**src/common/if_pkg.sv**
```systemverilog
////////////////////
// fetch stage package
// shared constants, selector enums and bundles of the
// instruction fetch stage
////////////////////

`default_nettype none

package if_pkg;

  ////////////////////
  // constants
  ////////////////////

  // address and instruction width
  localparam int unsigned XLEN           = 32;
  // first fetch sits this far above the boot base
  localparam logic [7:0]  BOOT_OFFSET    = 8'h80;
  // low bits cleared from boot address and mtvec
  localparam int unsigned VEC_ALIGN_BITS = 8;
  // debug module entry points
  localparam logic [XLEN-1:0] DM_HALT_ADDR = 32'h1A11_0800;
  localparam logic [XLEN-1:0] DM_EXC_ADDR  = 32'h1A11_0808;
  // all internal interrupts share the nmi slot
  localparam logic [4:0]  IRQ_NM_CAUSE   = 5'd31;
  // buffered words plus live requests on the bus
  localparam int unsigned FETCH_DEPTH    = 2;

  ////////////////////
  // selectors
  ////////////////////

  // source of the next fetch address
  typedef enum logic [2:0] {
    PC_BOOT = 3'd0,
    PC_JUMP = 3'd1,
    PC_EXC  = 3'd2,
    PC_ERET = 3'd3,
    PC_DRET = 3'd4
  } pc_sel_e;

  // which exception vector to take
  typedef enum logic [1:0] {
    EXC_PC_EXC     = 2'd0,
    EXC_PC_IRQ     = 2'd1,
    EXC_PC_DBD     = 2'd2,
    EXC_PC_DBG_EXC = 2'd3
  } exc_pc_sel_e;

  ////////////////////
  // bundles
  ////////////////////

  typedef struct packed {
    logic       irq_ext;
    logic       irq_int;
    logic [4:0] lower_cause;
  } exc_cause_t;

  // csr values that can become a fetch target
  typedef struct packed {
    logic [XLEN-1:0] mepc;
    logic [XLEN-1:0] depc;
    logic [XLEN-1:0] mtvec;
  } csr_pc_t;

  // one slot of the prefetch queue
  typedef struct packed {
    logic [XLEN-1:0] addr;
    logic [XLEN-1:0] rdata;
    logic            err;
  } fetch_entry_t;

  // contents of the if-id register
  typedef struct packed {
    logic [XLEN-1:0] rdata;
    logic [XLEN-1:0] pc;
    logic            fetch_err;
  } id_instr_t;

endpackage

`default_nettype wire

```
**src/pc_select.sv**
```systemverilog
////////////////////
// pc select
// next fetch address and exception vector muxes,
// mtvec init strobe on boot
////////////////////

`default_nettype none

module pc_select (
  input  wire logic                         pc_set_i,
  input  wire if_pkg::pc_sel_e              pc_mux_i,
  input  wire if_pkg::exc_pc_sel_e          exc_pc_mux_i,
  input  wire if_pkg::exc_cause_t           exc_cause_i,
  input  wire logic [if_pkg::XLEN-1:0]      boot_addr_i,
  input  wire logic [if_pkg::XLEN-1:0]      branch_target_ex_i,
  input  wire if_pkg::csr_pc_t              csr_pc_i,
  output logic                              branch_o,
  output logic [if_pkg::XLEN-1:0]           branch_addr_o,
  output logic                              csr_mtvec_init_o
);

  logic [if_pkg::XLEN-1:0] vec_base;
  logic [if_pkg::XLEN-1:0] boot_pc;
  logic [4:0]              irq_vec;
  logic [if_pkg::XLEN-1:0] exc_pc;
  logic [if_pkg::XLEN-1:0] fetch_addr_n;

  // trap base, low byte forced to zero
  assign vec_base = {csr_pc_i.mtvec[if_pkg::XLEN-1:if_pkg::VEC_ALIGN_BITS],
                     {if_pkg::VEC_ALIGN_BITS{1'b0}}};

  // boot entry is the aligned boot base plus fixed offset
  assign boot_pc = {boot_addr_i[if_pkg::XLEN-1:if_pkg::VEC_ALIGN_BITS],
                    {if_pkg::VEC_ALIGN_BITS{1'b0}}} + if_pkg::XLEN'(if_pkg::BOOT_OFFSET);

  // internal interrupts are routed to the nmi slot
  assign irq_vec = exc_cause_i.irq_int ? if_pkg::IRQ_NM_CAUSE : exc_cause_i.lower_cause;

  ////////////////////
  // exception vector
  ////////////////////
  always_comb begin
    unique case (exc_pc_mux_i)
      if_pkg::EXC_PC_EXC:     exc_pc = vec_base;
      // vectored mode, one word per cause
      if_pkg::EXC_PC_IRQ:     exc_pc = vec_base + {{(if_pkg::XLEN-7){1'b0}}, irq_vec, 2'b00};
      if_pkg::EXC_PC_DBD:     exc_pc = if_pkg::DM_HALT_ADDR;
      if_pkg::EXC_PC_DBG_EXC: exc_pc = if_pkg::DM_EXC_ADDR;
      default:                exc_pc = vec_base;
    endcase
  end

  ////////////////////
  // fetch target
  ////////////////////
  always_comb begin
    unique case (pc_mux_i)
      if_pkg::PC_BOOT: fetch_addr_n = boot_pc;
      if_pkg::PC_JUMP: fetch_addr_n = branch_target_ex_i;
      if_pkg::PC_EXC:  fetch_addr_n = exc_pc;
      // return from trap
      if_pkg::PC_ERET: fetch_addr_n = csr_pc_i.mepc;
      // return from debug mode
      if_pkg::PC_DRET: fetch_addr_n = csr_pc_i.depc;
      default:         fetch_addr_n = boot_pc;
    endcase
  end

  // every instruction is a full word
  assign branch_addr_o = {fetch_addr_n[if_pkg::XLEN-1:2], 2'b00};
  assign branch_o      = pc_set_i;

  // csr file loads its mtvec reset value on boot
  assign csr_mtvec_init_o = pc_set_i & (pc_mux_i == if_pkg::PC_BOOT);

endmodule

`default_nettype wire

```
**src/prefetch/fetch_fifo.sv**
```systemverilog
////////////////////
// fetch fifo
// two-slot circular queue of fetched words, their addresses
// and bus error flags, emptied on a flush
////////////////////

`default_nettype none

module fetch_fifo (
  input  wire logic                 clk_i,
  input  wire logic                 rst_ni,
  input  wire logic                 flush_i,
  input  wire logic                 push_i,
  input  wire if_pkg::fetch_entry_t push_entry_i,
  input  wire logic                 pop_i,
  output logic                      valid_o,
  output if_pkg::fetch_entry_t      head_o,
  output logic [1:0]                count_o
);

  // storage, no reset on payload
  if_pkg::fetch_entry_t mem [if_pkg::FETCH_DEPTH];

  // one bit pointers wrap on their own for two slots
  logic       wr_ptr_q;
  logic       rd_ptr_q;
  logic [1:0] count_q;
  logic       push_ok;

  // push during a flush belongs to the old stream
  assign push_ok = push_i & ~flush_i;

  ////////////////////
  // pointers and fill level
  ////////////////////
  always_ff @(posedge clk_i or negedge rst_ni) begin
    if (!rst_ni) begin
      wr_ptr_q <= 1'b0;
      rd_ptr_q <= 1'b0;
      count_q  <= 2'd0;
    end else if (flush_i) begin
      // drop everything, restart from slot zero
      wr_ptr_q <= 1'b0;
      rd_ptr_q <= 1'b0;
      count_q  <= 2'd0;
    end else begin
      if (push_ok) begin
        wr_ptr_q <= wr_ptr_q + 1'b1;
      end
      if (pop_i) begin
        rd_ptr_q <= rd_ptr_q + 1'b1;
      end
      // simultaneous push and pop leave the level unchanged
      case ({push_ok, pop_i})
        2'b10:   count_q <= count_q + 2'd1;
        2'b01:   count_q <= count_q - 2'd1;
        default: count_q <= count_q;
      endcase
    end
  end

  ////////////////////
  // data slots
  ////////////////////
  always_ff @(posedge clk_i) begin
    if (push_ok) begin
      mem[wr_ptr_q] <= push_entry_i;
    end
  end

  // head is visible the cycle after its push
  assign valid_o = (count_q != 2'd0);
  assign head_o  = mem[rd_ptr_q];
  assign count_o = count_q;

endmodule

`default_nettype wire

```
**src/prefetch/prefetch_ctrl.sv**
```systemverilog
////////////////////
// prefetch control
// issues word requests on the instruction bus, tracks live
// and stale responses, pushes fetched words to the fifo
////////////////////

`default_nettype none

module prefetch_ctrl (
  input  wire logic                    clk_i,
  input  wire logic                    rst_ni,
  input  wire logic                    req_i,
  input  wire logic                    branch_i,
  input  wire logic [if_pkg::XLEN-1:0] branch_addr_i,
  input  wire logic                    instr_gnt_i,
  input  wire logic                    instr_rvalid_i,
  input  wire logic [if_pkg::XLEN-1:0] instr_rdata_i,
  input  wire logic                    instr_bus_err_i,
  input  wire logic [1:0]              fifo_count_i,
  output logic                         instr_req_o,
  output logic [if_pkg::XLEN-1:0]      instr_addr_o,
  output logic                         push_o,
  output if_pkg::fetch_entry_t         push_entry_o,
  output logic                         busy_o
);

  // address of the next request and of the next live response
  logic [if_pkg::XLEN-1:0] req_addr_q;
  logic [if_pkg::XLEN-1:0] rsp_addr_q;

  // granted requests of the current stream
  logic [1:0] live_q;
  logic [1:0] live_d;
  // granted requests left over from a flushed stream
  logic [2:0] stale_q;
  logic [2:0] stale_d;

  logic [2:0] occupancy;
  logic       room;
  logic       gnt_fire;
  logic       rsp_live;
  logic       rsp_stale;

  ////////////////////
  // request side
  ////////////////////

  // words waiting in the fifo plus words still coming back
  assign occupancy = {1'b0, fifo_count_i} + {1'b0, live_q};
  // also back off when the stale backlog gets deep
  assign room      = (occupancy < 3'(if_pkg::FETCH_DEPTH)) & ~stale_q[2];

  assign instr_req_o  = req_i & room;
  assign instr_addr_o = req_addr_q;
  assign gnt_fire     = instr_req_o & instr_gnt_i;

  ////////////////////
  // response side
  ////////////////////

  // responses return in order, so stale ones come first
  assign rsp_stale = instr_rvalid_i & (stale_q != 3'd0);
  assign rsp_live  = instr_rvalid_i & (stale_q == 3'd0);

  assign push_o             = rsp_live;
  assign push_entry_o.addr  = rsp_addr_q;
  assign push_entry_o.rdata = instr_rdata_i;
  assign push_entry_o.err   = instr_bus_err_i;

  // outstanding counters
  always_comb begin
    live_d  = live_q + {1'b0, gnt_fire} - {1'b0, rsp_live};
    stale_d = stale_q - {2'b00, rsp_stale};
    if (branch_i) begin
      // everything granted so far now belongs to the old stream
      stale_d = stale_d + {1'b0, live_d};
      live_d  = 2'd0;
    end
  end

  always_ff @(posedge clk_i or negedge rst_ni) begin
    if (!rst_ni) begin
      live_q  <= 2'd0;
      stale_q <= 3'd0;
    end else begin
      live_q  <= live_d;
      stale_q <= stale_d;
    end
  end

  ////////////////////
  // address counters
  ////////////////////
  always_ff @(posedge clk_i or negedge rst_ni) begin
    if (!rst_ni) begin
      req_addr_q <= '0;
      rsp_addr_q <= '0;
    end else if (branch_i) begin
      // a redirect also replaces a request not yet granted
      req_addr_q <= branch_addr_i;
      rsp_addr_q <= branch_addr_i;
    end else begin
      if (gnt_fire) begin
        req_addr_q <= req_addr_q + if_pkg::XLEN'(4);
      end
      if (rsp_live) begin
        rsp_addr_q <= rsp_addr_q + if_pkg::XLEN'(4);
      end
    end
  end

  // busy while anything is on the bus or waiting for a grant
  assign busy_o = instr_req_o | (live_q != 2'd0) | (stale_q != 3'd0);

endmodule

`default_nettype wire

```
**src/if_id_regs.sv**
```systemverilog
////////////////////
// if-id register
// loads the fifo head into the decode stage, merges bus
// and pmp errors, keeps the valid and new flags
////////////////////

`default_nettype none

module if_id_regs (
  input  wire logic                 clk_i,
  input  wire logic                 rst_ni,
  input  wire logic                 fetch_valid_i,
  input  wire if_pkg::fetch_entry_t fetch_entry_i,
  input  wire logic                 pmp_err_if_i,
  input  wire logic                 pc_set_i,
  input  wire logic                 instr_valid_clear_i,
  input  wire logic                 id_in_ready_i,
  output logic                      pop_o,
  output logic [if_pkg::XLEN-1:0]   pc_if_o,
  output if_pkg::id_instr_t         id_instr_o,
  output logic                      instr_valid_id_o,
  output logic                      instr_new_id_o
);

  logic load;
  logic valid_d;
  logic valid_q;
  logic new_q;

  // word moves on only when decode can take it
  assign load    = fetch_valid_i & id_in_ready_i;
  assign pop_o   = load;
  assign pc_if_o = fetch_entry_i.addr;

  // a redirect squashes the word loaded in the same cycle
  // valid then sticks until decode clears it
  assign valid_d = (load & ~pc_set_i) | (valid_q & ~instr_valid_clear_i);

  ////////////////////
  // flags
  ////////////////////
  always_ff @(posedge clk_i or negedge rst_ni) begin
    if (!rst_ni) begin
      valid_q <= 1'b0;
      new_q   <= 1'b0;
    end else begin
      valid_q <= valid_d;
      new_q   <= load;
    end
  end

  ////////////////////
  // payload
  ////////////////////
  always_ff @(posedge clk_i) begin
    if (load) begin
      id_instr_o.rdata     <= fetch_entry_i.rdata;
      id_instr_o.pc        <= fetch_entry_i.addr;
      // pmp check applies to the address leaving the fifo now
      id_instr_o.fetch_err <= fetch_entry_i.err | pmp_err_if_i;
    end
  end

  assign instr_valid_id_o = valid_q;
  assign instr_new_id_o   = new_q;

endmodule

`default_nettype wire

```
**src/if_stage.sv**
```systemverilog
////////////////////
// instruction fetch stage
// pc selection, prefetch buffer and if-id register
////////////////////

`default_nettype none

module if_stage (
  input  wire logic                    clk_i,
  input  wire logic                    rst_ni,

  input  wire logic [if_pkg::XLEN-1:0] boot_addr_i,
  // fetch enable from the controller
  input  wire logic                    req_i,

  // instruction bus
  output logic                         instr_req_o,
  output logic [if_pkg::XLEN-1:0]      instr_addr_o,
  input  wire logic                    instr_gnt_i,
  input  wire logic                    instr_rvalid_i,
  input  wire logic [if_pkg::XLEN-1:0] instr_rdata_i,
  input  wire logic                    instr_bus_err_i,

  input  wire logic                    pmp_err_if_i,

  // redirect control
  input  wire logic                    pc_set_i,
  input  wire if_pkg::pc_sel_e         pc_mux_i,
  input  wire if_pkg::exc_pc_sel_e     exc_pc_mux_i,
  input  wire if_pkg::exc_cause_t      exc_cause_i,
  input  wire logic [if_pkg::XLEN-1:0] branch_target_ex_i,
  input  wire if_pkg::csr_pc_t         csr_pc_i,
  output logic                         csr_mtvec_init_o,

  // decode side
  input  wire logic                    instr_valid_clear_i,
  input  wire logic                    id_in_ready_i,
  output if_pkg::id_instr_t            id_instr_o,
  output logic                         instr_valid_id_o,
  output logic                         instr_new_id_o,
  output logic [if_pkg::XLEN-1:0]      pc_if_o,
  output logic                         if_busy_o
);

  // redirect into the prefetcher
  logic                    branch;
  logic [if_pkg::XLEN-1:0] branch_addr;

  // prefetcher to fifo
  logic                    push;
  if_pkg::fetch_entry_t    push_entry;
  logic [1:0]              fifo_count;

  // fifo to if-id register
  logic                    fetch_valid;
  if_pkg::fetch_entry_t    fetch_head;
  logic                    pop;

  ////////////////////
  // next pc
  ////////////////////
  pc_select i_pc_select (
    .pc_set_i           (pc_set_i),
    .pc_mux_i           (pc_mux_i),
    .exc_pc_mux_i       (exc_pc_mux_i),
    .exc_cause_i        (exc_cause_i),
    .boot_addr_i        (boot_addr_i),
    .branch_target_ex_i (branch_target_ex_i),
    .csr_pc_i           (csr_pc_i),
    .branch_o           (branch),
    .branch_addr_o      (branch_addr),
    .csr_mtvec_init_o   (csr_mtvec_init_o)
  );

  ////////////////////
  // prefetch buffer
  ////////////////////
  prefetch_ctrl i_prefetch_ctrl (
    .clk_i           (clk_i),
    .rst_ni          (rst_ni),
    .req_i           (req_i),
    .branch_i        (branch),
    .branch_addr_i   (branch_addr),
    .instr_gnt_i     (instr_gnt_i),
    .instr_rvalid_i  (instr_rvalid_i),
    .instr_rdata_i   (instr_rdata_i),
    .instr_bus_err_i (instr_bus_err_i),
    .fifo_count_i    (fifo_count),
    .instr_req_o     (instr_req_o),
    .instr_addr_o    (instr_addr_o),
    .push_o          (push),
    .push_entry_o    (push_entry),
    .busy_o          (if_busy_o)
  );

  // a redirect also empties the queue
  fetch_fifo i_fetch_fifo (
    .clk_i        (clk_i),
    .rst_ni       (rst_ni),
    .flush_i      (branch),
    .push_i       (push),
    .push_entry_i (push_entry),
    .pop_i        (pop),
    .valid_o      (fetch_valid),
    .head_o       (fetch_head),
    .count_o      (fifo_count)
  );

  ////////////////////
  // if-id register
  ////////////////////
  if_id_regs i_if_id_regs (
    .clk_i               (clk_i),
    .rst_ni              (rst_ni),
    .fetch_valid_i       (fetch_valid),
    .fetch_entry_i       (fetch_head),
    .pmp_err_if_i        (pmp_err_if_i),
    .pc_set_i            (pc_set_i),
    .instr_valid_clear_i (instr_valid_clear_i),
    .id_in_ready_i       (id_in_ready_i),
    .pop_o               (pop),
    .pc_if_o             (pc_if_o),
    .id_instr_o          (id_instr_o),
    .instr_valid_id_o    (instr_valid_id_o),
    .instr_new_id_o      (instr_new_id_o)
  );

endmodule

`default_nettype wire

```
**config.mk**
```make
export PLATFORM = sky130hd
export DESIGN_NAME = if_stage
export DESIGN_NICKNAME = d
export VERILOG_FILES = /design/src/common/if_pkg.sv /design/src/pc_select.sv /design/src/prefetch/fetch_fifo.sv /design/src/prefetch/prefetch_ctrl.sv /design/src/if_id_regs.sv /design/src/if_stage.sv
export SDC_FILE = /design/constraint.sdc
export NUM_CORES = 1
export LEC_CHECK = 0
export BUFFER_PORTS_ARGS = -buffer_cell sky130_fd_sc_hd__buf_2
export CORE_MARGIN = 2
export CORE_UTILIZATION = 57
export CTS_CLUSTER_SIZE = 8
export DETAILED_ROUTE_END_ITERATION = 12
export PLACE_DENSITY = 0.92
export REMOVE_ABC_BUFFERS = 1
export SYNTH_ARGS = -nofsm -noshare
export SYNTH_HDL_FRONTEND = slang
export SYNTH_SLANG_ARGS = --single-unit
```
**constraint.sdc**
```tcl
create_clock -name clk_i -period 14.6 [get_ports clk_i]
set_input_delay 0.73 -clock clk_i [delete_from_list [all_inputs] [get_ports clk_i]]
set_output_delay 0.73 -clock clk_i [all_outputs]
set_load 0.05 [all_outputs]
```
==> run metrics <==
run status completed; post-cts sizing count 0; area leader, netlist edfxtp_1; chip height around 150 microns; share of post-route cells with drive strength above 1 0.371; Flop pwr share 0.420; final hold vios 0; post-CTS setup buffers 0; CTS tree built; RSZ-0062 raised after global routing false; Tightest Pin Transition roughly 1.0 ns; Cells after Synth 982; hpwl dp roughly 23,000 microns; Max Clk Rate approximately 260 MHz; Post-Route WL around 33,000 microns; Final Net Count between 1,000 and 1,500; root buf cell clkbuf_16; boundary pin count roughly 350; Starting Density 0.575; initial antenna violation count 0; Clock power frac 0.360; tightest hold margin around 0.4 ns; CTS HTree Levels 2; maxcap violations 0; CP Max Fanout 21; LEAKAGE between 6 and 7 nW; Critical Path, Cell by Cell and2_1 > fa_1 > nor4b_4 > nand2_1 > inv_1 > ha_1 > xnor2_1 > xnor2_1 > fa_1 > nand2_1 > o21ai_0; register area share after synthesis 0.597; GRT overflow 0; Inserted Clock Buffers 38; relative slew slack 0.328; syn_area_per_cell 12.7 sq um; Setup TNS 0 ns; Top delay family on crit path adder cells; Pre-Repair DR Iteration Count 5; CTS Sinks 260; Setup violations, final 0; Distinct cells, synth 82; Slew Viols, Final 0; area share of the largest cell type after synthesis 0.455; Die Area around 23,000 sq um; synth warn 0; number of global-route vias before repair ~9,400; Clk Latency, worst-skew pair between 0.5 and 0.6 ns; VDD IR max roughly 0.081 mV; top cells by area, synth edfxtp_1 (45%), dfrtp_1 (14%), mux2_2 (5.8%), buf_4 (2.5%), a21oi_1 (2.3%); Crit path largest cell delay ~0.63 ns; Post-synth EDFFs 189; Layout area overhead 20.9%; fillers between 1,500 and 2,000; final core occ 0.696; Pint 1.54 mW; PD cells approximately 150 nW/um^2; Worst Setup End Kind register; antenna-violating nets left 0; Clock Skew 0.0271 ns; largest net degree at the start of global routing slightly above 70; Buf/Inv on CP 1; crit path launch type register; CP required between 10 and 15 ns; Ant. Diodes 0; core area roughly 22,000 sq um; post-layout min period about 3.8 ns; Logic pwr share 0.221; post-synthesis async set-or-reset flop share 0.273; Vias around 9,500; drt initial violations around 880; final instance area between 15,000 and 20,000 sq um; port bufs 318; switching portion of total power 0.312; Worst-path clk slew about 0.050 ns; vias per inst 6.10; Residual DRC 0; Post-synth top flop edfxtp_1; WP depth 11; GP Congestion 0.958; die width approximately 150 microns; Crit Path Class reg2reg; WHS Path Cells 1; Sw Pwr 0.698 mW; cts hold-fix bufs 0; CTS Buffer Depth 3; global-route wire length before repair 51,500 microns; placement row count 54; GRT Overall Usage 0.281; worst hold path class in2reg; depth of the most critical reg-to-reg path 11; flops & latches, synth between 200 and 300; Slowest cell on crit path inv_1; crit path DAT between 4 and 5 ns; post-route clock period utilization 0.262; Post-Syn Area 12,500 sq um; DR WL/cell 21.4 microns; DP Area ~14,000 sq um
==> power by group through the flow <==
stage / combinational [mW] / sequential, mW / clock, mW
4_1_cts: 0.493 / 0.938 / 0.816
3_5_place_dp: 0.483 / 0.950 / 0
5_1_grt: 0.525 / 0.947 / 0.849
2_1_floorplan: 0.241 / 1.04 / 0
6_report: 0.493 / 0.939 / 0.804
3_3_place_gp: 0.472 / 0.944 / 0
==> cells in the mapped netlist, types with 4 or more instances <==
cell         n
a21oi_1     58
buf_4       41
and3_1      12
a41o_1       7
mux2_2      64
nand3_1     25
inv_1       17
ha_1         7
o21a_1      21
a41oi_1      5
xnor2_1     10
o31ai_1      4
a31o_2       5
o221a_2      7
nand4_1     23
or3b_2       4
a31oi_1     18
edfxtp_1   189
a221oi_1     5
mux2i_1     11
nor4_1       8
xor2_1      16
nand2b_1    14
a2bb2oi_1    7
nor3_1      12
nor2_1      61
nand2_1     38
dfrtp_1     71
a22oi_1     20
a21o_1       5
nor3b_1      5
a211oi_1     4
a32oi_1      5
nor2b_1      9
o21bai_1     4
and4_1      11
o22a_1      13
buf_2       25
and2_1       7
clkbuf_1    24
o21ai_0     30
==> flip-flops by register name, summed over array words and instances (netlist names) <==
name and cells:
i_fetch_fifo.count_o 2, i_fetch_fifo.mem 126, i_fetch_fifo.rd_ptr_q 1, i_fetch_fifo.wr_ptr_q 1
i_if_id_regs.id_instr_o 63, i_if_id_regs.instr_new_id_o 1, i_if_id_regs.instr_valid_id_o 1, i_prefetch_ctrl.instr_addr_o 30
i_prefetch_ctrl.live_q 2, i_prefetch_ctrl.rsp_addr_q 30, i_prefetch_ctrl.stale_q 3
==> cell usage in the layout, fill, tap and decap left out, types with 6 or more instances in the layout <==
cell type  count
xor2_1        16
o22a_1        13
nor4_1         8
dfrtp_1       70
mux2i_1       11
nor2b_1        9
buf_4         10
ha_1           7
nand3_1       25
a22oi_1       20
o21ai_0       30
edfxtp_1     189
nand2_1       38
clkbuf_16     39
clkbuf_1      18
nand4_1       23
buf_2        318
a2bb2oi_1      7
inv_1         16
and2_1         7
conb_1         6
nor3_1        11
mux2_2        64
nand2b_1      14
o221a_2        7
a41o_1         7
a31oi_1       18
xnor2_1       10
o21a_1        21
a21oi_1       58
and4_1        11
nor2_1        61
and3_1        11
==> worst reg2reg max path, cell delays in order (launching register included) <==
cell,delay (ns)
dfrtp_1,0.44
and2_1,0.18
fa_1,0.49
nor4b_4,0.35
nand2_1,0.23
inv_1,0.63
ha_1,0.30
xnor2_1,0.10
xnor2_1,0.32
fa_1,0.47
nand2_1,0.08
o21ai_0,0.08
==> cell families after synthesis <==
| kind of cell | Yosys count | share of synthesized area |
|---|---|---|
| buffers and inverters | 112 | 0.0491 |
| other | 1 | 0.000300 |
| adder cells (fa/ha/maj) | 9 | 0.0102 |
| multiplexers | 77 | 0.0702 |
| XOR/XNOR | 26 | 0.0182 |
| flip-flops | 260 | 0.597 |
| AO/OA/AOI/OAI | 248 | 0.141 |
| AND/OR/NAND/NOR | 249 | 0.113 |
==> through the flow <==
step | power [mW] | setup WS, ns | cells
CTS | 2.25 | 10.79 | 1562
finish | 2.24 | 10.78 | 1562
global placement | 1.42 | 10.99 | 1502
detailed placement | 1.43 | 10.83 | 1502
floorplan | 1.28 | 8.44 | 894
global route | 2.32 | 10.61 | 1562
==> final timing paths <==
kind                            slack (ns)                      startpoint                    endpoint
worst max-delay path                 10.78         i_fetch_fifo.count_o[0]  i_prefetch_ctrl.stale_q[1]
worst min-delay path                  0.41               instr_rdata_i[13]     i_fetch_fifo.mem[1][14]
worst max register to register       10.78         i_fetch_fifo.count_o[0]  i_prefetch_ctrl.stale_q[1]
worst min register to register        0.50  i_prefetch_ctrl.rsp_addr_q[31]     i_fetch_fifo.mem[1][64]
max in group asynchronous            13.50                          rst_ni       i_fetch_fifo.rd_ptr_q
min in group asynchronous             0.45                          rst_ni  i_prefetch_ctrl.stale_q[2]
==> layout make-up <==
cell class	instances	area, sq um	share of cell area
multi-input cells	615	4440	0.294
inverters	19	71.3	0.00473
flip-flops and latches	260	7450	0.494
repair buffers	328	1670	0.110
well taps	280	350	0.0232
clock buffers	57	1040	0.0691
clock inverters	3	62.6	0.00415
==> routing by layer <==
metal,share of wire,track usage
met1,0.40,0.362
met2,0.48,0.471
met3,0.071,0.0459
met4,0.048,0.134
met5,0,0
Power figures use the tool's default switching activity.
